File: src/hw/cordicPkg.sv
package cordicPkg;

    // ------------------------------------------------------------------------
    // fixed-point datapath
    // ------------------------------------------------------------------------

    // one sign bit plus twenty fraction bits
    localparam int fixedWidth = 21;
    localparam int fracBits   = 20;

    localparam int iterations = 16;
    // wide enough to hold the value sixteen itself
    localparam int indexWidth = 5;

    typedef logic signed [fixedWidth-1:0] fixed_t;

    // 1/K for sixteen iterations, about 0.60725
    localparam fixed_t cordicGain = 21'h09B74E;

    // ------------------------------------------------------------------------
    // single-precision float
    // ------------------------------------------------------------------------

    localparam int floatBias = 127;

    typedef struct packed {
        logic        sign;
        logic [7:0]  exponent;
        logic [22:0] mantissa;
    } floatFields_t;

    // raw bits at the ports, fields inside decoder and encoder
    typedef union packed {
        logic [31:0]  raw;
        floatFields_t fields;
    } floatWord_t;

    // ------------------------------------------------------------------------
    // arctangent table
    // ------------------------------------------------------------------------

    // atan(2^-i) in Q1.20, rounded
    localparam fixed_t atanTable [iterations] = '{
        21'h0C90FE,
        21'h076B1A,
        21'h03EB6F,
        21'h01FD5C,
        21'h00FFAB,
        21'h007FF5,
        21'h003FFF,
        21'h002000,
        // from here on atan(x) is x to table precision
        21'h001000,
        21'h000800,
        21'h000400,
        21'h000200,
        21'h000100,
        21'h000080,
        21'h000040,
        21'h000020
    };

endpackage

File: src/hw/angleDecoder.sv
`timescale 1ns/1ps

module angleDecoder (
    input  cordicPkg::floatWord_t angle,
    output cordicPkg::fixed_t     fixedAngle
);
    import cordicPkg::*;

    logic [7:0]            exponent;
    logic [7:0]            shiftDistance;
    logic [fixedWidth-1:0] hiddenMantissa;

    assign exponent = angle.fields.exponent;

    // 1.f with the leading one at the Q1.20 integer position
    // the low mantissa bits would be shifted out anyway
    assign hiddenMantissa = {1'b1, angle.fields.mantissa[22 -: fracBits]};

    // only meaningful while exponent is below the bias
    assign shiftDistance = 8'(floatBias) - exponent;

    // sign field is never read, cosine is even
    always_comb begin
        if (exponent >= 8'(floatBias)) begin
            // one radian or more, clamp just below 1.0
            fixedAngle = {1'b0, {fracBits{1'b1}}};
        end else if (shiftDistance > 8'(fracBits)) begin
            // below the smallest fraction bit
            fixedAngle = '0;
        end else begin
            fixedAngle = fixed_t'(hiddenMantissa >> shiftDistance);
        end
    end

endmodule

File: src/hw/cordicRotator.sv
`timescale 1ns/1ps

module cordicRotator (
    input  logic              clock,
    input  logic              reset,
    input  logic              clockEnable,
    input  logic              start,
    input  cordicPkg::fixed_t fixedAngle,
    output cordicPkg::fixed_t cosineFixed,
    output logic              done
);
    import cordicPkg::*;

    fixed_t                x;
    fixed_t                y;
    fixed_t                z;
    logic [indexWidth-1:0] counter;

    fixed_t xShifted;
    fixed_t yShifted;
    fixed_t stepAngle;
    fixed_t xNext;
    fixed_t yNext;
    fixed_t zNext;

    // ------------------------------------------------------------------------
    // one rotation step
    // ------------------------------------------------------------------------

    assign xShifted = x >>> counter;
    assign yShifted = y >>> counter;

    // counter only reaches 16 once iterating has stopped
    assign stepAngle = atanTable[counter[indexWidth-2:0]];

    // drive z toward zero, direction from its sign
    always_comb begin
        if (!z[fixedWidth-1]) begin
            xNext = x - yShifted;
            yNext = y + xShifted;
            zNext = z - stepAngle;
        end else begin
            xNext = x + yShifted;
            yNext = y - xShifted;
            zNext = z + stepAngle;
        end
    end

    // ------------------------------------------------------------------------
    // state
    // ------------------------------------------------------------------------

    assign done = (counter == indexWidth'(iterations));

    always_ff @(posedge clock) begin
        if (reset) begin
            counter <= '0;
            x       <= cordicGain;
            y       <= '0;
            z       <= '0;
        end else if (clockEnable) begin
            if (start) begin
                // restart, any running computation is dropped
                counter <= '0;
                x       <= cordicGain;
                y       <= '0;
                z       <= fixedAngle;
            end else if (!done) begin
                counter <= counter + 1'b1;
                x       <= xNext;
                y       <= yNext;
                z       <= zNext;
            end
        end
    end

    assign cosineFixed = x;

    // ------------------------------------------------------------------------
    // checks
    // ------------------------------------------------------------------------

    counterInRange: assert property (
        @(posedge clock) disable iff (reset)
        counter <= indexWidth'(iterations)
    ) else $error("cordicRotator: counter %0d past limit", counter);

    doneHeld: assert property (
        @(posedge clock) disable iff (reset)
        done && !(clockEnable && start) |=> done
    ) else $error("cordicRotator: done dropped without a start");

    // stalled cycles must not touch the datapath
    stallHolds: assert property (
        @(posedge clock) disable iff (reset)
        !clockEnable |=> $stable(x) && $stable(y) && $stable(z) && $stable(counter)
    ) else $error("cordicRotator: state changed with clockEnable low");

endmodule

File: src/hw/cosineUnit.sv
`timescale 1ns/1ps

module cosineUnit (
    input  logic        clock,
    input  logic        reset,
    input  logic        clockEnable,
    input  logic        start,
    input  logic [31:0] angle,
    output logic [31:0] result,
    output logic        done
);
    import cordicPkg::*;

    floatWord_t angleWord;
    floatWord_t resultWord;
    fixed_t     fixedAngle;
    fixed_t     cosineFixed;

    assign angleWord.raw = angle;

    // float angle to non-negative Q1.20
    angleDecoder decoder (
        .angle      (angleWord),
        .fixedAngle (fixedAngle)
    );

    // sixteen enabled cycles from start to done
    cordicRotator rotator (
        .clock       (clock),
        .reset       (reset),
        .clockEnable (clockEnable),
        .start       (start),
        .fixedAngle  (fixedAngle),
        .cosineFixed (cosineFixed),
        .done        (done)
    );

    // combinational, result follows x directly
    resultEncoder encoder (
        .cosineFixed (cosineFixed),
        .result      (resultWord)
    );

    assign result = resultWord.raw;

endmodule

File: src/hw/resultEncoder.sv
`timescale 1ns/1ps

module resultEncoder (
    input  cordicPkg::fixed_t     cosineFixed,
    output cordicPkg::floatWord_t result
);
    import cordicPkg::*;

    logic                          isNegative;
    logic [fixedWidth-1:0]         magnitude;
    logic [$clog2(fixedWidth)-1:0] leadPos;
    logic [fixedWidth-1:0]         normalized;

    // negative x only appears from rounding near pi/2
    assign isNegative = cosineFixed[fixedWidth-1];

    // -1.0 negates to itself, read unsigned it is still right
    assign magnitude = isNegative ? fixedWidth'(-cosineFixed)
                                  : fixedWidth'(cosineFixed);

    // leading one, the highest set bit wins
    always_comb begin
        leadPos = '0;
        for (int i = 0; i < fixedWidth; i++) begin
            if (magnitude[i]) begin
                leadPos = ($clog2(fixedWidth))'(i);
            end
        end
    end

    // move the leading one up to bit fracBits, the hidden position
    assign normalized = magnitude << (fracBits - leadPos);

    // ------------------------------------------------------------------------
    // pack
    // ------------------------------------------------------------------------

    always_comb begin
        // zero input leaves +0.0
        result = '0;
        if (magnitude != '0) begin
            result.fields.sign     = isNegative;
            // value is 1.f * 2^(leadPos - fracBits)
            result.fields.exponent = 8'(floatBias - fracBits) + 8'(leadPos);
            result.fields.mantissa = {normalized[fracBits-1:0], 3'b000};
        end
    end

endmodule

File: config.mk
export PLATFORM = sky130hd
export DESIGN_NAME = cosineUnit
export DESIGN_NICKNAME = d
export VERILOG_FILES = /design/src/hw/cordicPkg.sv /design/src/hw/angleDecoder.sv /design/src/hw/cordicRotator.sv /design/src/hw/cosineUnit.sv /design/src/hw/resultEncoder.sv
export SDC_FILE = /design/constraint.sdc
export NUM_CORES = 1
export LEC_CHECK = 0
export BUFFER_PORTS_ARGS = -buffer_cell sky130_fd_sc_hd__buf_4
export CAP_MARGIN = 20
export CORE_ASPECT_RATIO = 0.8
export CORE_UTILIZATION = 25
export CTS_CLUSTER_DIAMETER = 60
export CTS_CLUSTER_SIZE = 25
export DETAILED_ROUTE_END_ITERATION = 12
export GPL_TIMING_DRIVEN = 0
export HOLD_SLACK_MARGIN = 0.03
export RECOVER_POWER = 100
export SLEW_MARGIN = 20
export SYNTH_ARGS = -nofsm -noshare
export SYNTH_HDL_FRONTEND = slang
export SYNTH_SLANG_ARGS = --single-unit
File: constraint.sdc
create_clock -name clock -period 5.6 [get_ports clock]
set_input_delay 0.28 -clock clock [delete_from_list [all_inputs] [get_ports clock]]
set_output_delay 0.28 -clock clock [all_outputs]
set_load 0.01 [all_outputs]
=== Yosys cells after proc, flatten, opt, wreduce, memory -nomap -nowiden ===
Memory sizes are Yosys's and may differ from the RTL's.
Cells that the tools add are included.

* Add/sub/neg operators: 11
* Order comparisons: 3
* Eq/ne operators: 2
* Shift operators: 4
* Multiplexer cells: 37
* Bitwise gates (word level): 1
* Reductions and logical operators: 2

{| class="wikitable"
|+ Operator list
! cell !! count
|-
| $mux W21 || 14
|-
| $add A21 B21 Y21 || 3
|-
| $sub A21 B21 Y21 || 3
|-
| $sshr A21 B5 Y21 || 2
|-
| $mux W5 || 7
|-
| $mux W32 || 1
|-
| $mux W4 || 8
|-
| $shl A21 B32 Y20 || 1
|-
| $neg A21 Y21 || 1
|-
| $reduce_bool A21 Y1 || 1
|-
| $shr A21 B8 Y21 || 1
|-
| $mux W3 || 4
|-
| $add A7 B5 Y8 const A || 1
|-
| $ge A8 B7 Y1 const B || 1
|-
| $gt A8 B5 Y1 const B || 1
|-
| $sub A7 B8 Y8 const A || 1
|-
| $sub A5 B5 Y6 const A || 1
|-
| $add A5 B1 Y5 const B || 1
|-
| $eq A5 B5 Y1 const B || 1
|-
| $ge A5 B5 Y1 const B || 1
|-
| $not A4 Y5 || 1
|-
| $mux W2 || 2
|-
| $ne A2 B2 Y1 const B || 1
|-
| $reduce_and A2 Y1 || 1
|-
| $mux W1 || 1
|}

* Register bits: 68
* Memory bits (read-only): 336
* Input bits: 36
* Output and inout bits: 33
* Word-level logic and storage cells: 65
* Memories kept: 1

{| class="wikitable"
|+ Memory list
! memory !! depth !! bits a word !! read ports !! clocked after memory_dff !! wr ports !! line !! source
|-
| (name not given) || 16 || 21 || 1 || 0 || 0 || cordicRotator.sv:34 || <nowiki>assign stepAngle = atanTable[counter[indexWidth-2:0]];</nowiki>
|}

=== Longest topological paths before layout ===
Gate-level depths: netlist of the first run.

* Depth in word-level cells: 25
* Mapped depth: 24

=== Cells and area by module ===
A second synthesis of the first run with hierarchy kept.

* Cell total of the unflattened synthesis: 1,660
* Area total of the unflattened synthesis: 12,831.1 um2

{| class="wikitable"
|+ By module, submodules not included
! module !! instances !! cells an instance !! area an instance (um2)
|-
| cordicRotator || 1 || 1,215 || 9,529.1
|-
| resultEncoder || 1 || 299 || 2,090.8
|-
| angleDecoder || 1 || 146 || 1,211.2
|}

=== Worst setup path before layout of the first run ===
Ideal clock, no wire load.

* Path type: reg2reg
* Start: register rotator.counter[1]
* End: register rotator.x[20] (netlist: rotator.cosineFixed[20])
* Library setup time: 0.122 ns
* Arrival time: 4.971 ns
* Setup slack: 0.507 ns
* Cell stages (with the launch flop): 24
* Buffers on the path: 4
* Path through: dfxtp_1 -> clkbuf_1 -> buf_2 -> buf_1 -> buf_1 -> mux2_2 -> mux2i_1 -> o21ai_0 -> mux4_2 -> inv_1 -> ha_1 -> and3_1 -> and2_1 -> a21oi_1 -> xor2_1 -> ha_1 -> and4_1 -> o21ai_0 -> a21boi_0 -> a211oi_1 -> nor2_1 -> a21oi_1 -> and3_1 -> a311o_1

* Cells in the longest elaborated chain, start to end: 5
* Elaborated cells on any way between the ends: 9
* Those cells by class: add/sub: 2; eq/ne: 2; shift: 1; mux: 3; reduce/logical: 1

{| class="wikitable"
|+ RTL lines
! element !! line !! source
|-
| start, declared || cordicRotator.sv:17 || <nowiki>logic [indexWidth-1:0] counter;</nowiki>
|-
| start signal, assigned || cordicRotator.sv:69 || <nowiki>counter <= counter + 1'b1;</nowiki>
|-
| $sshr A21 B5 Y21 || cordicRotator.sv:31 || <nowiki>assign yShifted = y >>> counter;</nowiki>
|-
| $sub A21 B21 Y21 or $add A21 B21 Y21 (tied branches) || cordicRotator.sv:39, cordicRotator.sv:43 ||
|-
| $mux W21 || cordicRotator.sv:38 || <nowiki>if (!z[fixedWidth-1]) begin</nowiki>
|-
| $mux W21 || cordicRotator.sv:68 || <nowiki>end else if (!done) begin</nowiki>
|-
| $mux W21 || cordicRotator.sv:62 || <nowiki>if (start) begin</nowiki>
|-
| end signal, assigned || cordicRotator.sv:58 || <nowiki>x <= cordicGain;</nowiki>
|-
| end signal, assigned || cordicRotator.sv:65 || <nowiki>x <= cordicGain;</nowiki>
|-
| end signal, assigned || cordicRotator.sv:70 || <nowiki>x <= xNext;</nowiki>
|-
| end, declared || cordicRotator.sv:14 || <nowiki>fixed_t x;</nowiki>
|}

Several ways; a longest one is shown, not always the timed one. The select of a mux whose other input is x is not followed.
A chain may end at the register's enable or synchronous reset.

=== Worst setup path after layout of the first run ===
* Start: register rotator.x[0] (netlist: rotator.cosineFixed[0])
* End: output port result[18]

* Cells in the longest elaborated chain, start to end: 25
* Elaborated cells on any way between the ends: 26
* Those cells by class: add/sub: 2; shift: 1; mux: 22; reduce/logical: 1

{| class="wikitable"
|+ RTL lines
! element !! line !! source
|-
| $neg A21 Y21 || resultEncoder.sv:18 || <nowiki>assign magnitude = isNegative ? fixedWidth'(-cosineFixed)</nowiki>
|-
| $mux W21 * || resultEncoder.sv:18 ||
|-
| $mux W1 || resultEncoder.sv:25 || <nowiki>if (magnitude[i]) begin</nowiki>
|-
| $mux W2 (2 in series) || resultEncoder.sv:25 ||
|-
| $mux W3 (4 in series) || resultEncoder.sv:25 ||
|-
| $mux W4 (8 in series) || resultEncoder.sv:25 ||
|-
| $mux W5 (5 in series) || resultEncoder.sv:25 ||
|-
| $sub A5 B5 Y6 || resultEncoder.sv:32 || <nowiki>assign normalized = magnitude << (fracBits - leadPos);</nowiki>
|-
| $shl A21 B32 Y20 || resultEncoder.sv:32 ||
|-
| $mux W32 * || resultEncoder.sv:41 || <nowiki>if (magnitude != '0) begin</nowiki>
|-
| end, declared || cosineUnit.sv:9 || <nowiki>output logic [31:0] result,</nowiki>
|}

Mark *: on every way between the ends. The rest lies on a longest branch, timed or not.

==> results.toml, run 1 <==
[floorplanning]
die_h_um = 203.8
die_x_um = 254.2
num_io_pins = 69
core_sq_mm = 0.04996
std_cell_rows = 73
start_util_pct = 25.47
die-area_sq_mm = 0.05181

[power_and_ir_drop]
p_int_w = 0.003587
ir_drop_mv = 0.2539
pwr-share-clk_pct = 7.9
p_switching_w = 0.004220
leakage_nw = 5.679
p_seq_share_pct = 9.8
powerDensity_mw_per_mm2 = 526.9
p_sw_share_pct = 54.05
p_comb_share_pct = 82.3

[yosys]
synth_edf_count = 0
yosysUniqueCellTypes = 95
synth_ff_type = "dfxtp_1"
ys_ff_latch = 68
yosysSeqAreaShare_pct = 10.70
synth.most_common_cell = "nor2_1"
synth_top_area_share_pct = 10.70
avgSynthCellArea_sq_um = 7.359
yosysTopAreaCell = "dfxtp_1"
ys_warn_count = 0
netlist_area_sq_mm = 0.01272
synthTopCellsByCount = "nor2_1 (178), nand2_1 (150), a21oi_1 (144)"
synth.area.top_cells = "dfxtp_1 (11%), mux4_2 (9.4%), ha_1 (7.2%)"
synthArstFlopShare_pct = 0
synth_cells = 1729

[placement]
numPlacedInstances = 2464
place_ws_ns = -1.206
portBuffers = 57
gp_congestion = 1.022
hpwl_mm = 41.77

[grt]
grt_max_degree = 13
grt_usage_pct = 20.31
grt_overflow_total = 0
grt_pass1_wl_mm = 81.05
grt_pass1_vias = 13670
antenna_found_initial = 0

[final_layout]
layout.cells.non_filler = 2488
seq_area_sq_mm = 0.001368
drive_gt1_share_pct = 17.21
n_antenna_cell = 0
syn_to_final_growth_pct = 16.45
final_nets = 1920
multi_input_area_sq_mm = 0.01090
nFillCells = 5376

[clocking]
cts_made_buffers = 9
worstSkewPairLatency_ns = 0.37
cts.htree.levels = 3
cts_tree = "built"
clk_pin_slew_ns = 0.06
postCtsHoldBufs = 0
cts.sinks = 68
root_buffer = "clkbuf_16"
clk_path_buf_depth = 2

[detailed_routing]
drcViolationCount = 0
routed_wl_mm = 53.16
first_pass_iters = 8
vias_per_cell = 5.850
drtIter0Drc = 1869
wl_per_cell_um = 21.37
detail-route-antenna-nets = 0
vias = 14560

[setup_path]
critPathKind = "reg2out"
crit_start = "rotator.cosineFixed[0]"
reg2reg_from = "rotator.cosineFixed[10]"
critical_path.max_fanout = 13
reg2reg_depth = 21
reg2reg_slack_ns = 0.21
crit_required_ns = 5.32
setup.worst_path.end_class = "primary output"
cp.arrival_ns = 5.15
cp-endpoint = "result[18]"
r2r_end = "rotator.y[20]"
start_kind = "flip-flop"

[run]
max-cap-violations = 0

[sta]
finalHoldViolCount = 0
worst_pin_slew_ns = 1.016
slew_headroom_pct = 32.29
setup_violations = 0
fmax_mhz = 184.3
fin_ws_ns = 0.1735
drv_slew = 0
tns_ns = 0
min_period_ns = 5.427
fin_skew_ns = 0.008791
finalCritPeriodShare_pct = 96.90

[worst_hold_path]
hp-class = "in2reg"

[status]
status = "finished, final reports clean"
[through the flow]
| stage | hold slack (ns) | cell area [sq um] | utilization [%] | power (W) |
|---|---|---|---|---|
| after floorplan | 0.4406 | 12730 | - | 0.004813 |
| after global placement | 0.4497 | 14010 | 28.04 | 0.006661 |
| after detailed placement | 0.4618 | 14010 | 28.04 | 0.006679 |
| after CTS | 0.3783 | 14590 | 29.21 | 0.007485 |
| after global routing | 0.4102 | 14820 | 29.66 | 0.008366 |
| final | 0.4051 | 14820 | 29.66 | 0.007807 |
[kinds of logic (layout without fill, tap and decap cells)]
logic type,count (synthesis),in the layout,share of synthesized area (%)
AND/OR/NAND/NOR,590,590,22.51
AO/OA/AOI/OAI,549,549,28.62
buffers and inverters,195,276,6.372
multiplexers,133,133,16.01
XOR/XNOR,117,117,8.113
adder cells (fa/ha/maj),76,76,7.651
flip-flops,68,68,10.70
other,1,4,0.02947
[how the worst min path moves through the flow]
stage | startpoint | depth (start not counted) | to
finish | clockEnable | 4 | rotator.counter[4]
detailed placement | rotator.z[7] | 2 | rotator.z[7]
floorplan | rotator.z[6] | 2 | rotator.z[6]
global route | clockEnable | 4 | rotator.counter[3]
CTS | clockEnable | 4 | rotator.counter[3]
global placement | rotator.z[7] | 2 | rotator.z[7]
[placed cells by master, fill, tap and decap left out, drive strengths merged, types with 52 or more instances in the layout]
master and n:
a21oi 146, buf 103, clkbuf 105, dfxtp 68, ha 73, inv 57
mux2i 52, mux4 53, nand2 150, nor2 179, nor3 55, o21ai 115
xnor2 73
[routing by layer]
metal / up-vias / GRT usage, % / part of all wire (%)
met1: 7023 / 30.05 / 46
met2: 842 / 27.75 / 39
met3: 62 / 7.224 / 13
met4: 0 / 3.722 / 1.3
met5: - / 0.09524 / 0
li1: 6629 / - / -
[power by group through the flow]
stage	Sequential, W	Clock [W]	Combinational (W)
after floorplan	0.000660	0	0.00415
after global routing	0.000778	0.000647	0.00694
after CTS	0.000751	0.000630	0.00610
after global placement	0.000746	0	0.00592
final	0.000768	0.000615	0.00642
after detailed placement	0.000746	0	0.00593
[what timing repair did]
item | 4_1_cts | 5_1_grt
pin swaps | 5 | 7
setup endpoints to repair | 51 | 46
resized for setup | 64 | 83
gates cloned | 0 | 0
setup buffers | 11 | 2
[registers in the layout (all words and copies together), names as in the netlist]
register,cells
rotator.cosineFixed,21
rotator.y,21
rotator.z,21
rotator.counter,5
[layout make-up]
class                           count  share of cell area (%)
Buffer                            128                   4.273
Clock buffer                       10                   1.613
Clock inverter                      6                  0.4307
Inverter                           62                   1.664
Multi-Input combinational cell   1469                   73.54
Sequential cell                    68                   9.230
Tap cell                          675                   5.700
Timing Repair Buffer               70                   3.547
[worst max-delay path, cell delays in order, from the launching register on]
cell and delay, ns:
dfxtp_2 0.38, clkbuf_8 0.20, inv_1 0.13, ha_4 0.19, nor3b_4 0.28, o21ai_1 0.20
a311o_1 0.40, a311o_1 0.34, a2111oi_4 0.38, o21a_1 0.17, buf_4 0.21, inv_4 0.12
ha_4 0.21, or2_2 0.30, a31o_2 0.32, clkinvlp_4 0.18, nand2_1 0.17, buf_4 0.24
o22ai_1 0.18, buf_4 0.15
(Power assumes the default switching activity.)
==> inputs of run 2 (changes only) <==
- clock period: 5.6 -> 5.7 ns (I/O delays scaled with it)
==> run 2 against run 1 <==
Effect of this change: cell count hardly changed; via count is 0.20% higher; utilization hardly changed; clock skew hardly changed; final area hardly changed; largest power group unchanged; highest routed layer unchanged.
==> results.toml, run 2 (synthesis results as in run 1) <==
[status]
status = "finished, final reports clean"

[final_layout]
final_common_cell = "nor2_1"
nFillCells = 5386
drive_gt1_share_pct = 16.80
n_antenna_cell = 0
layout_common_cells = "nor2_1 (175), nand2_1 (148), a21oi_1 (142)"
post-route-util_pct = 29.66
final_nets = 1922
syn_to_final_growth_pct = 16.47
layout.cells.non_filler = 2490

[power_and_ir_drop]
ir_drop_mv = 0.2469
leakage_nw = 5.656
powerDensity_mw_per_mm2 = 519.0

[detailed_routing]
vias_per_cell = 5.857
routed_wl_mm = 52.97
vias = 14590
wl_per_cell_um = 21.27
drtIter0Drc = 1692
detail-route-antenna-nets = 0
drcViolationCount = 0
first_pass_iters = 8

[grt]
grt_pass1_vias = 13630
antenna_found_initial = 0
grt_usage_pct = 20.26
grt_max_degree = 13
grt_overflow_total = 0
grt_pass1_wl_mm = 80.92

[sta]
drv_slew = 0
fmax_mhz = 181.8
finalCritPeriodShare_pct = 96.52
slew_headroom_pct = 31.32
worst_pin_slew_ns = 1.030
setup_violations = 0
fin_skew_ns = 0.008767
min_period_ns = 5.502
finalHoldViolCount = 0
rsz0062_at_grt = "true"
holdWs_ns = 0.4065
tns_ns = 0

[clocking]
cts_tree = "built"
cts.sinks = 68
clk_pin_slew_ns = 0.07
cts.htree.levels = 3
worstSkewPairLatency_ns = 0.37
clk_path_buf_depth = 2
cts_made_buffers = 9
postCtsHoldBufs = 0
root_buffer = "clkbuf_16"

[floorplanning]
die-area_sq_mm = 0.05181
num_io_pins = 69
start_util_pct = 25.47
std_cell_rows = 73
die_h_um = 203.8
die_x_um = 254.2
core_sq_mm = 0.04996

[setup_path]
critical_path.top_delay_family = "compound AO/OA/AOI/OAI gates"
path_cells = "clkbuf_8 > inv_1 > ha_4 > or3b_2 > clkbuf_4 > nand3_1 > o211ai_1 > a311o_1 > a2111oi_4 > o21a_1 > buf_4 > inv_4 > ha_4 > or2_2 > a31o_2 > clkinvlp_4 > nand2_1 > clkbuf_4 > o22ai_1 > buf_4"
crit_required_ns = 5.41
slowest_delay_ns = 0.44
start_kind = "flip-flop"
setup.worst_path.end_class = "primary output"
cp.arrival_ns = 5.22
critPathKind = "reg2out"
crit_slowest_cell = "or3b_2"
critical_path.max_fanout = 13
cp.buffers_inverters = 8

[placement]
gp_congestion = 1.022
portBuffers = 57
hpwl_mm = 41.77
numPlacedInstances = 2464

[worst_hold_path]
hp-class = "in2reg"

[run]
max-cap-violations = 0
## run 2: final timing paths
| check | from | endpoint | slack [ns] | cells past startpoint |
|---|---|---|---|---|
| max | rotator.cosineFixed[0] | result[18] | 0.20 | 20 |
| min | clockEnable | rotator.counter[3] | 0.41 | 4 |
| max reg2reg | rotator.counter[3] | rotator.y[18] | 0.23 | 21 |
| min reg2reg | rotator.z[7] | rotator.z[7] | 0.47 | 2 |
## run 2: timing repair
action,in CTS,in global routing
buffers inserted,5,8
pin swaps,4,6
gates resized for setup,49,87
endpoints found under the hold margin,0,0
setup endpoints to repair,48,46
## run 2: power by group
part | switching (W) | leakage (nW) | internal, W
Clock | 0.000256 | 0.144 | 0.000350
Sequential | 0.000181 | 0.559 | 0.000565
Combinational | 0.00371 | 4.95 | 0.00263
## run 2: cell type report
| type | count | area (sq um) | share of cell area, % |
|---|---|---|---|
| Buffer | 130 | 641.9 | 4.331 |
| Tap cell | 675 | 844.6 | 5.699 |
| Timing Repair Buffer | 70 | 525.5 | 3.546 |
| Clock buffer | 10 | 239.0 | 1.613 |
| Multi-Input combinational cell | 1469 | 10890 | 73.51 |
| Clock inverter | 6 | 63.81 | 0.4306 |
| Inverter | 62 | 246.5 | 1.663 |
| Sequential cell | 68 | 1365 | 9.211 |
## run 2: metal layers
metal | routed length, um | part of all wire (%) | track usage [%] | vias to the layer above
met5 | 0 | 0 | 0.09524 | -
met4 | 729 | 1.4 | 3.744 | 0
met3 | 6819 | 13 | 7.326 | 71
met2 | 20750 | 39 | 27.61 | 847
met1 | 24670 | 47 | 29.97 | 7021
li1 | - | - | - | 6646
## run 2: worst reg2reg max path, cell delays in order, from the launching register on
cell	delay (ns)
dfxtp_1	0.38
buf_2	0.35
clkbuf_2	0.37
clkbuf_2	0.39
buf_1	0.56
a211oi_2	0.18
ha_1	0.28
and2_1	0.15
and2_1	0.17
a21oi_1	0.18
xor2_1	0.17
ha_1	0.29
a21o_1	0.19
a21o_1	0.21
or3_1	0.32
o21ai_2	0.19
o311a_1	0.27
a211o_1	0.19
nand3b_1	0.11
xor2_1	0.15
a22oi_1	0.16
nor2_1	0.05
## run 2: metrics by stage
step	setup WS, ns	total power (W)	area [sq um]
after detailed placement	-1.111	0.006562	14010
final	0.1982	0.007691	14820
after floorplan	0.6067	0.004729	12730
after global routing	-0.05844	0.008239	14820
after global placement	-1.045	0.006545	14010
after CTS	-0.008662	0.007303	14510
==> inputs of run 3 (changes only) <==
- CORE_MARGIN: not set -> 8
==> run 3 against run 2 <==
Effect of this change: global-route usage is 2.8 points lower; critical path depth is 1 higher; sequential cell count stayed put.
==> results.toml, run 3 (synthesis results as in run 1) <==
[status]
status = "finished, final reports clean"

[sta]
finalHoldViolCount = 0
fmax_mhz = 180.7
drv_slew = 0
min_period_ns = 5.534
setup_violations = 0
finalCritPeriodShare_pct = 97.08
slew_headroom_pct = 28.35
holdWs_ns = 0.4167
fin_skew_ns = 0.01066
worst_pin_slew_ns = 1.075
tns_ns = 0

[detailed_routing]
drtIter0Drc = 1824
detail-route-antenna-nets = 0
first_pass_iters = 6
vias = 14670
routed_wl_mm = 52.41
drcViolationCount = 0
vias_per_cell = 5.887
wl_per_cell_um = 21.03

[grt]
grt_pass1_vias = 13740
met1_usage_pct = 26.13
grt_overflow_total = 0
grt_busiest_layer = "met1"
grt_max_degree = 13
gr-usage-met2_pct = 24.21
grt_use_met3_pct = 4.519
antenna_found_initial = 1
grt_usage_pct = 17.43
grt_pass1_wl_mm = 81.26

[setup_path]
critical_path.max_fanout = 10
cp.arrival_ns = 5.81
reg2reg_depth = 21
setup.worst_path.end_class = "flip-flop"
start_kind = "flip-flop"
critPathKind = "reg2reg"
crit_required_ns = 5.97

[floorplanning]
die-area_sq_mm = 0.05841
die_h_um = 217.8
core_sq_mm = 0.05065
die_x_um = 268.2
start_util_pct = 25.12
num_io_pins = 69
std_cell_rows = 74

[placement]
portBuffers = 57
hpwl_mm = 41.20
placed_cell_area_sq_mm = 0.01402
gp_congestion = 1.042

[clocking]
cts.sinks = 68
cts.htree.levels = 3
clk_path_buf_depth = 2
cts_made_buffers = 9
root_buffer = "clkbuf_16"
cts_tree = "built"
clk_pin_slew_ns = 0.07
postCtsHoldBufs = 0
worstSkewPairLatency_ns = 0.37

[run]
max-cap-violations = 0

[worst_hold_path]
worstHoldPathCells = 4
hp-class = "in2reg"

[final_layout]
syn_to_final_growth_pct = 16.33
final_common_cell = "nor2_1"
fin_area_sq_mm = 0.01480
n_antenna_cell = 0
layout_common_cells = "nor2_1 (175), nand2_1 (148), a21oi_1 (140)"
drive_gt1_share_pct = 16.37
final_nets = 1915

[power_and_ir_drop]
powerDensity_mw_per_mm2 = 522.4
leakage_nw = 5.643
ir_drop_mv = 0.3238
## run 3: metrics by stage
step	std cells	util (%)	total power, W	worst slack, ns
floorplan	1732	-	0.004729	0.6067
global route	2492	29.23	0.008256	-0.007235
detailed placement	2473	27.68	0.006597	-0.7840
finish	2492	29.23	0.007732	0.1662
CTS	2489	28.64	0.007427	0.003295
global placement	2473	27.68	0.006554	-0.7754
## run 3: power by group
| group | switching, W | leakage, nW | internal, W |
|---|---|---|---|
| Combinational | 0.00369 | 4.91 | 0.00258 |
| Sequential | 0.000185 | 0.560 | 0.000564 |
| Clock | 0.000260 | 0.172 | 0.000453 |
## run 3: critical path, cell delays in order (launching register included)
cell and delay, ns:
dfxtp_1 0.31, clkbuf_1 0.47, inv_1 0.19, clkbuf_1 0.34, clkbuf_2 0.36, nor3_1 0.48
a211oi_2 0.11, ha_1 0.27, and2_1 0.16, and2_1 0.17, a21oi_1 0.18, xor2_1 0.20
ha_1 0.31, a21o_1 0.19, a21o_1 0.21, or3_1 0.33, o21ai_2 0.20, o311a_1 0.28
a211o_1 0.19, a31oi_1 0.11, xnor2_1 0.16, o41ai_1 0.22
## run 3: repair_timing
action | CTS | global route
setup buffers | 2 | 4
resized for setup | 42 | 83
endpoints found under the setup margin | 48 | 43
pin swaps | 4 | 8
## run 3: per-layer routing
layer	share of wire [%]	wire length (um)
met1	46	24220
met2	40	21060
met3	12	6162
met4	1.9	976
met5	0	0
## run 3: final timing paths
check	startpoint	slack, ns	endpoint
worst max-delay path	rotator.counter[4]	0.17	rotator.y[20]
worst min-delay path	clockEnable	0.42	rotator.counter[3]
worst max register to register	rotator.counter[4]	0.17	rotator.y[20]
worst min register to register	rotator.z[7]	0.46	rotator.z[7]
## run 3: final cells by class
cell class                      count  area, sq um
Clock buffer                       11        252.7
Inverter                           62        244.0
Buffer                            130        625.6
Tap cell                          684        855.8
Clock inverter                      5        106.4
Sequential cell                    68         1369
Fill cell                        5464        35840
Multi-Input combinational cell   1469        10880
Timing Repair Buffer               63        473.0
